--- src/common/banked_rf_cfg.svh ---
//##########################################################################
// Sizes for the banked register file. RF_NUM_REGS must be a power of two
// and at least 4, since registers are split over two banks by address bit 0
//##########################################################################
`ifndef BANKED_RF_CFG_SVH
`define BANKED_RF_CFG_SVH

// Width of one register word
`define RF_DATA_WIDTH 32

// Total register count over both banks
`define RF_NUM_REGS 32

// Width of the caller's read tag
`define RF_USER_TAG_W 4

// Contents of every register after reset
`define RF_RESET_VALUE {`RF_DATA_WIDTH{1'b1}}

`endif

--- src/common/banked_rf_pkg.sv ---
//##########################################################################
// Types shared by the router, banks and merger
//##########################################################################
`default_nettype none

`include "banked_rf_cfg.svh"

package banked_rf_pkg;

    // Full register address width
    localparam int unsigned RF_ADDR_W = $clog2(`RF_NUM_REGS);

    // Full address, bit 0 selects the bank
    typedef logic [RF_ADDR_W-1:0] rf_addr_t;

    // Address inside one bank, full address without bit 0
    typedef logic [RF_ADDR_W-2:0] bank_addr_t;

    // One register word
    typedef logic [`RF_DATA_WIDTH-1:0] rf_data_t;

    // Tag supplied by the caller with each read
    typedef logic [`RF_USER_TAG_W-1:0] user_tag_t;

    // Tag carried through a bank, port says which read port asked
    typedef struct packed {
        user_tag_t user_tag;
        logic      port;
    } bank_tag_t;

    // Operation handed to a bank in one cycle
    typedef enum logic [1:0] {
        BANK_IDLE  = 2'd0,
        BANK_WRITE = 2'd1,
        BANK_READ  = 2'd2
    } bank_op_e;

endpackage

`default_nettype wire

--- src/common/rf_bank_if.sv ---
//##########################################################################
// Request and response of one bank. The response follows a BANK_READ
// request by exactly one cycle
//##########################################################################
`timescale 1ns/100ps
`default_nettype none

interface rf_bank_if
    import banked_rf_pkg::*;
();

    // Request side, driven by the router
    bank_op_e   op;
    bank_addr_t addr;
    rf_data_t   wdata;
    bank_tag_t  req_tag;

    // Response side, driven by the bank
    logic       rsp_valid;
    bank_tag_t  rsp_tag;
    rf_data_t   rsp_data;

    // Router drives one request per cycle
    modport router (
        output op, addr, wdata, req_tag
    );

    // Bank executes the request
    modport bank (
        input  op, addr, wdata, req_tag,
        output rsp_valid, rsp_tag, rsp_data
    );

    // Merger only looks at responses
    modport merge (
        input rsp_valid, rsp_tag, rsp_data
    );

endinterface

`default_nettype wire

--- src/rtl/rf_bank/rf_bank.sv ---
//##########################################################################
// Single-port bank holding half of the registers in flops. No arbitration
// here, the op given each cycle is executed as is
//##########################################################################
`timescale 1ns/100ps
`default_nettype none

`include "banked_rf_cfg.svh"

module rf_bank
    import banked_rf_pkg::*;
(
    // Clock and reset
    input  wire logic clk_i,
    input  wire logic rst_n_i,

    // Request in, response out
    rf_bank_if.bank   bank_i
);

    // Registers held by this bank
    localparam int unsigned BANK_REGS = `RF_NUM_REGS / 2;

    //######################################################################
    // Signals
    //######################################################################

    // Register array
    rf_data_t  regs_q [BANK_REGS];

    // Response pipeline stage
    logic      rsp_valid_q;
    bank_tag_t rsp_tag_q;
    rf_data_t  rsp_data_q;

    // Decoded op
    logic      do_write;
    logic      do_read;

    assign do_write = (bank_i.op == BANK_WRITE);
    assign do_read  = (bank_i.op == BANK_READ);

    //######################################################################
    // Register array
    //######################################################################

    // All registers come out of reset as all ones
    always_ff @(posedge clk_i or negedge rst_n_i) begin
        if (!rst_n_i) begin
            for (int i = 0; i < BANK_REGS; i++) begin
                regs_q[i] <= `RF_RESET_VALUE;
            end
        end else if (do_write) begin
            regs_q[bank_i.addr] <= bank_i.wdata;
        end
    end

    //######################################################################
    // Registered read
    //######################################################################

    // Valid marks the cycle after an accepted read
    always_ff @(posedge clk_i or negedge rst_n_i) begin
        if (!rst_n_i) begin
            rsp_valid_q <= 1'b0;
        end else begin
            rsp_valid_q <= do_read;
        end
    end

    // Data and tag only matter while valid is high
    always_ff @(posedge clk_i) begin
        if (do_read) begin
            rsp_data_q <= regs_q[bank_i.addr];
            rsp_tag_q  <= bank_i.req_tag;
        end
    end

    // Response straight from the pipeline flops
    assign bank_i.rsp_valid = rsp_valid_q;
    assign bank_i.rsp_tag   = rsp_tag_q;
    assign bank_i.rsp_data  = rsp_data_q;

endmodule

`default_nettype wire

--- src/rtl/bank_router.sv ---
//##########################################################################
// Combinational arbiter, write beats reads, read 0 beats read 1. Ready
// depends only on valids and addresses, the write is always ready
//##########################################################################
`timescale 1ns/100ps
`default_nettype none

module bank_router
    import banked_rf_pkg::*;
(
    // Write request
    input  wire logic      wr_valid_i,
    input  wire rf_addr_t  wr_addr_i,
    input  wire rf_data_t  wr_data_i,
    output logic           wr_ready_o,

    // Read request 0
    input  wire logic      rd0_valid_i,
    input  wire rf_addr_t  rd0_addr_i,
    input  wire user_tag_t rd0_tag_i,
    output logic           rd0_ready_o,

    // Read request 1
    input  wire logic      rd1_valid_i,
    input  wire rf_addr_t  rd1_addr_i,
    input  wire user_tag_t rd1_tag_i,
    output logic           rd1_ready_o,

    // One request per bank
    rf_bank_if.router      bank0_o,
    rf_bank_if.router      bank1_o
);

    // Per-bank winners
    logic [1:0] wr_take;
    logic [1:0] rd0_take;
    logic [1:0] rd1_take;

    // Per-bank request fields
    bank_op_e   bank_op   [2];
    bank_addr_t bank_addr [2];
    bank_tag_t  bank_tag  [2];

    always_comb begin
        for (int b = 0; b < 2; b++) begin
            // Priority chain for bank b
            wr_take[b]  = wr_valid_i && (wr_addr_i[0] == b[0]);
            rd0_take[b] = rd0_valid_i && (rd0_addr_i[0] == b[0]) && !wr_take[b];
            rd1_take[b] = rd1_valid_i && (rd1_addr_i[0] == b[0])
                          && !wr_take[b] && !rd0_take[b];

            // Default idle
            bank_op[b]   = BANK_IDLE;
            bank_addr[b] = '0;
            bank_tag[b]  = '0;

            if (wr_take[b]) begin
                bank_op[b]   = BANK_WRITE;
                bank_addr[b] = wr_addr_i[RF_ADDR_W-1:1];
            end else if (rd0_take[b]) begin
                bank_op[b]   = BANK_READ;
                bank_addr[b] = rd0_addr_i[RF_ADDR_W-1:1];
                bank_tag[b]  = '{user_tag: rd0_tag_i, port: 1'b0};
            end else if (rd1_take[b]) begin
                bank_op[b]   = BANK_READ;
                bank_addr[b] = rd1_addr_i[RF_ADDR_W-1:1];
                bank_tag[b]  = '{user_tag: rd1_tag_i, port: 1'b1};
            end
        end
    end

    // Write never loses
    assign wr_ready_o  = 1'b1;
    // Blocked by a write to the same bank
    assign rd0_ready_o = !(wr_valid_i && (wr_addr_i[0] == rd0_addr_i[0]));
    // Blocked by a write or by read 0 on the same bank
    assign rd1_ready_o = !(wr_valid_i && (wr_addr_i[0] == rd1_addr_i[0]))
                         && !(rd0_valid_i && (rd0_addr_i[0] == rd1_addr_i[0]));

    // Bank 0, even addresses
    assign bank0_o.op      = bank_op[0];
    assign bank0_o.addr    = bank_addr[0];
    assign bank0_o.wdata   = wr_data_i;
    assign bank0_o.req_tag = bank_tag[0];

    // Bank 1, odd addresses
    assign bank1_o.op      = bank_op[1];
    assign bank1_o.addr    = bank_addr[1];
    assign bank1_o.wdata   = wr_data_i;
    assign bank1_o.req_tag = bank_tag[1];

endmodule

`default_nettype wire

--- src/rtl/read_merge.sv ---
//##########################################################################
// Routes bank responses to result ports by the port bit of their tag.
// Relies on the router never sending one port's read to both banks
//##########################################################################
`timescale 1ns/100ps
`default_nettype none

module read_merge
    import banked_rf_pkg::*;
(
    // Bank responses
    rf_bank_if.merge bank0_i,
    rf_bank_if.merge bank1_i,

    // Result port 0
    output logic      res0_valid_o,
    output user_tag_t res0_tag_o,
    output rf_data_t  res0_data_o,

    // Result port 1
    output logic      res1_valid_o,
    output user_tag_t res1_tag_o,
    output rf_data_t  res1_data_o
);

    // Bank to port matches
    logic b0_to_res0;
    logic b1_to_res0;
    logic b0_to_res1;
    logic b1_to_res1;

    assign b0_to_res0 = bank0_i.rsp_valid && (bank0_i.rsp_tag.port == 1'b0);
    assign b1_to_res0 = bank1_i.rsp_valid && (bank1_i.rsp_tag.port == 1'b0);
    assign b0_to_res1 = bank0_i.rsp_valid && (bank0_i.rsp_tag.port == 1'b1);
    assign b1_to_res1 = bank1_i.rsp_valid && (bank1_i.rsp_tag.port == 1'b1);

    // Port 0, bank 1 if it matches else bank 0
    assign res0_valid_o = b0_to_res0 || b1_to_res0;
    assign res0_tag_o   = b1_to_res0 ? bank1_i.rsp_tag.user_tag
                                     : bank0_i.rsp_tag.user_tag;
    assign res0_data_o  = b1_to_res0 ? bank1_i.rsp_data : bank0_i.rsp_data;

    // Port 1, same selection
    assign res1_valid_o = b0_to_res1 || b1_to_res1;
    assign res1_tag_o   = b1_to_res1 ? bank1_i.rsp_tag.user_tag
                                     : bank0_i.rsp_tag.user_tag;
    assign res1_data_o  = b1_to_res1 ? bank1_i.rsp_data : bank0_i.rsp_data;

endmodule

`default_nettype wire

--- src/rtl/banked_regfile.sv ---
//##########################################################################
// Two-bank register file, one write and two read ports. Reads return one
// cycle after acceptance, results cannot be stalled
//##########################################################################
`timescale 1ns/100ps
`default_nettype none

module banked_regfile
    import banked_rf_pkg::*;
(
    // Clock and reset
    input  wire logic      clk_i,
    input  wire logic      rst_n_i,

    // Write port
    input  wire logic      wr_valid_i,
    input  wire rf_addr_t  wr_addr_i,
    input  wire rf_data_t  wr_data_i,
    output logic           wr_ready_o,

    // Read port 0
    input  wire logic      rd0_valid_i,
    input  wire rf_addr_t  rd0_addr_i,
    input  wire user_tag_t rd0_tag_i,
    output logic           rd0_ready_o,

    // Read port 1
    input  wire logic      rd1_valid_i,
    input  wire rf_addr_t  rd1_addr_i,
    input  wire user_tag_t rd1_tag_i,
    output logic           rd1_ready_o,

    // Result port 0
    output logic           res0_valid_o,
    output user_tag_t      res0_tag_o,
    output rf_data_t       res0_data_o,

    // Result port 1
    output logic           res1_valid_o,
    output user_tag_t      res1_tag_o,
    output rf_data_t       res1_data_o
);

    // One link per bank, index is address bit 0
    rf_bank_if bank_if [2] ();

    // Request arbitration
    bank_router u_router (
        .wr_valid_i  (wr_valid_i),
        .wr_addr_i   (wr_addr_i),
        .wr_data_i   (wr_data_i),
        .wr_ready_o  (wr_ready_o),
        .rd0_valid_i (rd0_valid_i),
        .rd0_addr_i  (rd0_addr_i),
        .rd0_tag_i   (rd0_tag_i),
        .rd0_ready_o (rd0_ready_o),
        .rd1_valid_i (rd1_valid_i),
        .rd1_addr_i  (rd1_addr_i),
        .rd1_tag_i   (rd1_tag_i),
        .rd1_ready_o (rd1_ready_o),
        .bank0_o     (bank_if[0]),
        .bank1_o     (bank_if[1])
    );

    // Even registers
    rf_bank u_bank0 (
        .clk_i   (clk_i),
        .rst_n_i (rst_n_i),
        .bank_i  (bank_if[0])
    );

    // Odd registers
    rf_bank u_bank1 (
        .clk_i   (clk_i),
        .rst_n_i (rst_n_i),
        .bank_i  (bank_if[1])
    );

    // Response steering
    read_merge u_merge (
        .bank0_i      (bank_if[0]),
        .bank1_i      (bank_if[1]),
        .res0_valid_o (res0_valid_o),
        .res0_tag_o   (res0_tag_o),
        .res0_data_o  (res0_data_o),
        .res1_valid_o (res1_valid_o),
        .res1_tag_o   (res1_tag_o),
        .res1_data_o  (res1_data_o)
    );

endmodule

`default_nettype wire

--- config.mk ---
export PLATFORM = sky130hd
export DESIGN_NAME = banked_regfile
export DESIGN_NICKNAME = d
export VERILOG_FILES = /design/src/common/banked_rf_pkg.sv /design/src/common/rf_bank_if.sv /design/src/rtl/rf_bank/rf_bank.sv /design/src/rtl/bank_router.sv /design/src/rtl/read_merge.sv /design/src/rtl/banked_regfile.sv
export VERILOG_INCLUDE_DIRS = /design/src /design/src/common
export SDC_FILE = /design/constraint.sdc
export NUM_CORES = 1
export LEC_CHECK = 0
export ABC_AREA = 1
export BUFFER_PORTS_ARGS = -buffer_cell sky130_fd_sc_hd__buf_2
export CORE_MARGIN = 1
export CORE_UTILIZATION = 30
export DETAILED_ROUTE_END_ITERATION = 12
export MAX_ROUTING_LAYER = met4
export PLACE_DENSITY = 0.55
export SLEW_MARGIN = 20
export SYNTH_ARGS = -nofsm -noshare
export SYNTH_HDL_FRONTEND = slang
export SYNTH_HIERARCHICAL = 1
export SYNTH_SLANG_ARGS = --single-unit
--- constraint.sdc ---
create_clock -name clk_i -period 2.2 [get_ports clk_i]
set_clock_uncertainty 0.15 [all_clocks]
set_input_delay 0.22 -clock clk_i [delete_from_list [all_inputs] [get_ports clk_i]]
set_output_delay 0.22 -clock clk_i [all_outputs]
set_load 0.03 [all_outputs]
# After elaboration in Yosys (flattened, before gate mapping)
# Index checks and enable logic that the tools add are counted.
[totals]
inputBits = 60
word_cells = 123
output_inout_bits = 77
register_bits = 1100
[classes]
n_eq_ne = 7
n_mux = 32
n_bitwise = 7
order_cmp = 4
reduce_logical = 33
[ops]
columns = ["op", "n"]
rows = [
  ["512-bit bitwise mux", 2],
  ["32-bit binary-select mux with 4-bit select", 2],
  ["32-bit demux with 4-bit select", 2],
  ["32-bit 2-to-1 mux", 8],
  ["4-bit 2-to-1 mux", 8],
  ["1-bit logical AND", 22],
  ["5-bit 2-to-1 mux", 4],
  ["2-bit 2-to-1 mux", 6],
  ["5-bit >= comparator (second input constant)", 2],
  ["5-bit by 1-bit less-than comparator with 1-bit output (second input constant)", 2],
  ["4-bit NOT with 5-bit output", 2],
  ["1-bit logical NOT", 7],
  ["1-bit NOT", 5],
  ["2-bit by 1-bit == test with 1-bit output (second input constant)", 2],
  ["2-bit == test (second input constant)", 2],
  ["2-bit OR reduction", 2],
  ["1-bit == test", 3],
  ["1-bit logical OR", 2],
]

# Logic depth before layout (Yosys ltp)
[logic_depth]
word_depth = 15
ltp_mapped = 17

# By module
# Netlist, hierarchy kept.
[by_module_without_submodules]
columns = ["module", "seq_area_each_um2", "cells_each", "instances", "area_per_inst_um2"]
rows = [
  ["rf_bank", 14589.0, 3303, 2, 25613.3],
  ["read_merge", 0.0, 244, 1, 1074.8],
  ["bank_router", 0.0, 148, 1, 892.1],
]

# Worst setup path after synthesis
# No wires, ideal clock.
[synth_path]
path_type = "input-to-reg"
start = "input port rd1_valid_i"
end = "register u_bank0.rsp_data_q[0], in the netlist u_bank0/bank_i.rsp_data[0] (enable)"
path_stages = 6
t_arrival_ns = 2.188
slack_ns = -0.571
required_time_ns = 1.617
path_buffers = 0
path_cell_list = "inv_1 -> nor2_4 -> nand2_4 -> o21ai_0 -> inv_1 -> nor2_1"
[synth_via]
elab_chain_cells = 7
[synth_rtl]
columns = ["item", "line", "source"]
rows = [
  ["start: declaration", "banked_regfile.sv:28", "input wire logic rd1_valid_i,"],
  ["1-bit logical AND", "bank_router.sv:49", "rd1_take[b] = rd1_valid_i && (rd1_addr_i[0] == b[0])"],
  ["1-bit logical AND (2 in a row)", "bank_router.sv:50", "&& !wr_take[b] && !rd0_take[b];"],
  ["2-bit 2-to-1 mux", "bank_router.sv:64", "end else if (rd1_take[b]) begin"],
  ["2-bit 2-to-1 mux", "bank_router.sv:60", "end else if (rd0_take[b]) begin"],
  ["2-bit 2-to-1 mux", "bank_router.sv:57", "if (wr_take[b]) begin"],
  ["named net bank_if[0].op[1]", "rf_bank_if.sv:13", "bank_op_e op;"],
  ["2-bit == test", "rf_bank.sv:41", "assign do_read = (bank_i.op == BANK_READ);"],
  ["named net u_bank0.do_read", "rf_bank.sv:38", "logic do_read;"],
  ["end signal: assignment", "rf_bank.sv:74", "rsp_data_q <= regs_q[bank_i.addr];"],
  ["end: declaration", "rf_bank.sv:34", "rf_data_t rsp_data_q;"],
]
# The timed path passes the listed nets, and every way through them passes these cells.
# A chain may end at the register's enable or synchronous reset.

# Final worst setup path
[layout_path]
start = "register u_bank1.rsp_tag_q, in the netlist u_bank1/bank_i.rsp_tag[0]"
end = "output port res0_data_o[15]"
[layout_via]
elab_chain_cells = 3
[layout_rtl]
columns = ["item", "line", "source"]
rows = [
  ["start: declaration", "rf_bank.sv:33", "bank_tag_t rsp_tag_q;"],
  ["start signal: assignment", "rf_bank.sv:75", "rsp_tag_q <= bank_i.req_tag;"],
  ["1-bit NOT", "read_merge.sv:33", "assign b1_to_res0 = bank1_i.rsp_valid && (bank1_i.rsp_tag.port == 1'b0);"],
  ["1-bit logical AND", "read_merge.sv:33", ""],
  ["32-bit 2-to-1 mux", "read_merge.sv:41", "assign res0_data_o = b1_to_res0 ? bank1_i.rsp_data : bank0_i.rsp_data;"],
  ["end: declaration", "banked_regfile.sv:36", "output rf_data_t res0_data_o,"],
]
# Every way passes these cells.

==> results.sh <==
export IMPL_grt_pass1_vias=43675
export IMPL_postRouteWirelength_um=184000
export IMPL_synth_top_area_cell="dfstp_2"
export IMPL_netSwitchingFraction=0.296
export IMPL_clockRootBuffer="clkbuf_16"
export IMPL_drt_iter0_drc=3794
export IMPL_syn_area_sq_um=53200
export IMPL_vias_per_cell=4.70
export IMPL_initial_core_util=0.302
export IMPL_fp_coreArea_sq_um=176000
export IMPL_crit_path_start_kind="flip-flop"
export IMPL_cp_max_fo=7
export IMPL_fin_area_sq_um=65800
export IMPL_placed_cell_area_sq_um=59600
export IMPL_r2r_setup_slack_ns=0.73
export IMPL_p_seq_frac=0.461
export IMPL_first_pass_iters=6
export IMPL_yosysSeqAreaShare=0.549
export IMPL_status="finished, violations left"
export IMPL_avgSynthCellArea_sq_um=7.60
export IMPL_clk_latency_ns=0.77
export IMPL_intPower_mw=44.3
export IMPL_final_hold_viol_count=0
export IMPL_failed_checks="setup timing"
export IMPL_antenna_found_initial=22
export IMPL_synth_fp_nets=7058
export IMPL_num_io_pins=137
export IMPL_portBuffers=135
export IMPL_grt_overflow=0
export IMPL_crit_type="reg2out"
export IMPL_area_growth_syn_to_layout_pct=23.7
export IMPL_hp_class="in2reg"
export IMPL_die_area_sq_um=179000
export IMPL_cap_violations=0
export IMPL_dpl_hpwl_um=119000
export IMPL_worstPathRequired_ns=1.83
export IMPL_die_h_um=423
export IMPL_synth_area_leaders="dfstp_2 51%, nand2_1 28%, o21ai_1 6.2%, edfxtp_1 4.2%, o21ai_0 3.4%"
export IMPL_tightestPinTransition_ns=0.636
export IMPL_row_count=154
export IMPL_fmax_mhz=426
export IMPL_die_w_um=423
export IMPL_h_tree_depth=3
export IMPL_post_route_period_util=1.07
export IMPL_drive_above_1_share=0.267
export IMPL_grt_max_degree=103
export IMPL_rsz0062_at_grt="yes"
export IMPL_power_frac_clock=0.343
export IMPL_synth_distinct_cells=23
export IMPL_ys_ff_latch=1100
export IMPL_clockBufferDepth=3
export IMPL_cp_end_kind="primary output"
export IMPL_nets=7268
export IMPL_routedWlPerCell_um=19.0
export IMPL_critPathArrivalTime_ns=1.98
export IMPL_cts_buffers=121
export IMPL_vias=45466
export IMPL_synth_top_area_frac=0.506
export IMPL_grt_usage=0.208
export IMPL_grt_pass1_wl_um=279000
export IMPL_peakVddDrop_mv=0.782
export IMPL_cts_tree="yes"
export IMPL_cts_sink_count=1100
export IMPL_yosysWarnings=6
export IMPL_ant_nets=0
export IMPL_fin_ws_ns=-0.146
export IMPL_drv_slew=0
export IMPL_p_comb_frac=0.196
export IMPL_p_leak_nw=29.8
export IMPL_setup_viol=74
export IMPL_routabilityCongestion=0.877
export IMPL_drc=0
export IMPL_finalCriticalPeriod_ns=2.35
export IMPL_max_slew_margin=0.576
export IMPL_setup_tns_ns=-8.00
export IMPL_clkTransAtPathRegs_ns=0.07
export IMPL_power_density_nw_per_um2=957
export IMPL_p_switching_mw=18.6
export IMPL_syn_inst=6998
layer usage:
layer | global-route usage | part of all wire
met1 | 0.259 | 0.43
met2 | 0.345 | 0.49
met3 | 0.0257 | 0.039
met4 | 0.0770 | 0.039
met5 | - | 0
synth_stat cells:
| cell | count |
|---|---|
| a21oi_1 | 2 |
| buf_1 | 30 |
| buf_2 | 45 |
| buf_4 | 70 |
| buf_6 | 3 |
| clkbuf_1 | 388 |
| conb_1 | 1 |
| dfrtp_1 | 2 |
| dfstp_2 | 1024 |
| edfxtp_1 | 74 |
| inv_1 | 201 |
| inv_2 | 11 |
| nand2_1 | 4006 |
| nand2_2 | 3 |
| nand2_4 | 3 |
| nand3_1 | 81 |
| nand4_1 | 4 |
| nor2_1 | 4 |
| nor2_2 | 4 |
| nor2_4 | 6 |
| nor3_2 | 8 |
| o21ai_0 | 364 |
| o21ai_1 | 664 |
through the flow:
stage	instances	utilization	hold slack (ns)	setup slack, ns	power, mW
after detailed placement	9335	0.338	0.311	-0.352	40.9
after CTS	9641	0.370	0.00166	-0.161	63.3
final	9667	0.374	0.0373	-0.146	63.0
after global routing	9665	0.374	0.0431	-0.204	66.4
after floorplan	6998	-	-0.226	0.0587	36.0
after global placement	9335	0.338	0.308	-0.331	40.7
cell usage in the layout (no fill, tap or decap), types with 4 or more instances in the layout:
master         instances
nand2_4               30
buf_4                261
inv_2                  7
clkbuf_8              24
nor2_4                14
clkinv_1               7
buf_12               162
dfstp_2             1024
clkinvlp_4             5
nand2_8                5
nor3_2                 8
nand3_1               74
buf_2                 61
inv_4                  7
o21ai_1              664
o21ai_0              363
buf_8                  4
bufinv_16             11
clkbuf_1              20
diode_2               11
nand2_2               86
clkinv_2              21
buf_6                 61
nand2_1             3894
inv_1                200
nand3_4                4
nand4_1                4
inv_6                  5
dlygate4sd3_1         55
edfxtp_1              74
clkbuf_16            132
clkbuf_4               5
layout make-up:
type                       count  area [sq um]
inverter                     212           826
clock inverter                61           698
multi-input combinational   5153         21500
sequential                  1100         29200
antenna                       11          27.5
timing repair buffer         620          7100
tap                         2340          2930
fill                       18301        110000
clock buffer                 170          3560
state kept, by name, indices dropped and copies added (netlist names):
signal / flops
u_bank0/bank_i.rsp_valid: 1
u_bank0/bank_i.rsp_tag: 5
u_bank1/bank_i.rsp_tag: 5
u_bank0/bank_i.rsp_data: 32
u_bank1/regs_q: 512
u_bank0/regs_q: 512
u_bank1/bank_i.rsp_valid: 1
u_bank1/bank_i.rsp_data: 32
final timing paths:
path / from / end / depth (start not counted)
max: u_bank1/bank_i.rsp_tag[0]$_DFFE_PP_ / res0_data_o[15] / 6
min: wr_data_i[30] / u_bank1/regs_q[446]$_DFFE_PN1P_ / 3
max reg2reg: u_bank0/regs_q[259]$_DFFE_PN1P_ / u_bank0/bank_i.rsp_data[3]$_DFFE_PP_ / 8
min reg2reg: u_bank0/regs_q[241]$_DFFE_PN1P_ / u_bank0/regs_q[241]$_DFFE_PN1P_ / 2
max in group asynchronous: rst_n_i / u_bank1/regs_q[356]$_DFFE_PN1P_ / 4
min in group asynchronous: rst_n_i / u_bank0/regs_q[14]$_DFFE_PN1P_ / 2
power groups by stage:
stage                     Combinational [mW]  Sequential [mW]  Clock [mW]
final                                   12.4             29.0        21.6
after floorplan                         7.66             28.4           0
after global placement                  11.5             29.1           0
after global routing                    14.0             29.5        22.9
after CTS                               12.3             29.0        22.1
after detailed placement                11.7             29.2           0
cell families (layout without fill, tap and decap cells):
kind of cell           after synthesis  count (layout)  share of synthesized area
AO/OA/AOI/OAI                     1030            1030                     0.0969
buffers and inverters              748            1063                     0.0592
flip-flops                        1100            1100                      0.549
other                                1              12                  0.0000705
AND/OR/NAND/NOR                   4119            4122                      0.295
timing repair:
item,CTS,global route
pin swaps,15,20
setup buffers,13,12
hold endpoints to repair,1067,0
hold buffers,57,0
endpoints found under the setup margin,74,194
cloned,5,6
resized for setup,187,95
critical path, cell delays in order (launching register included):
cell	delay [ns]
edfxtp_1	0.47
inv_4	0.15
nand2_8	0.11
clkbuf_16	0.19
nand2_4	0.05
nand2_2	0.08
buf_6	0.15
Power figures use the tool's default switching activity.
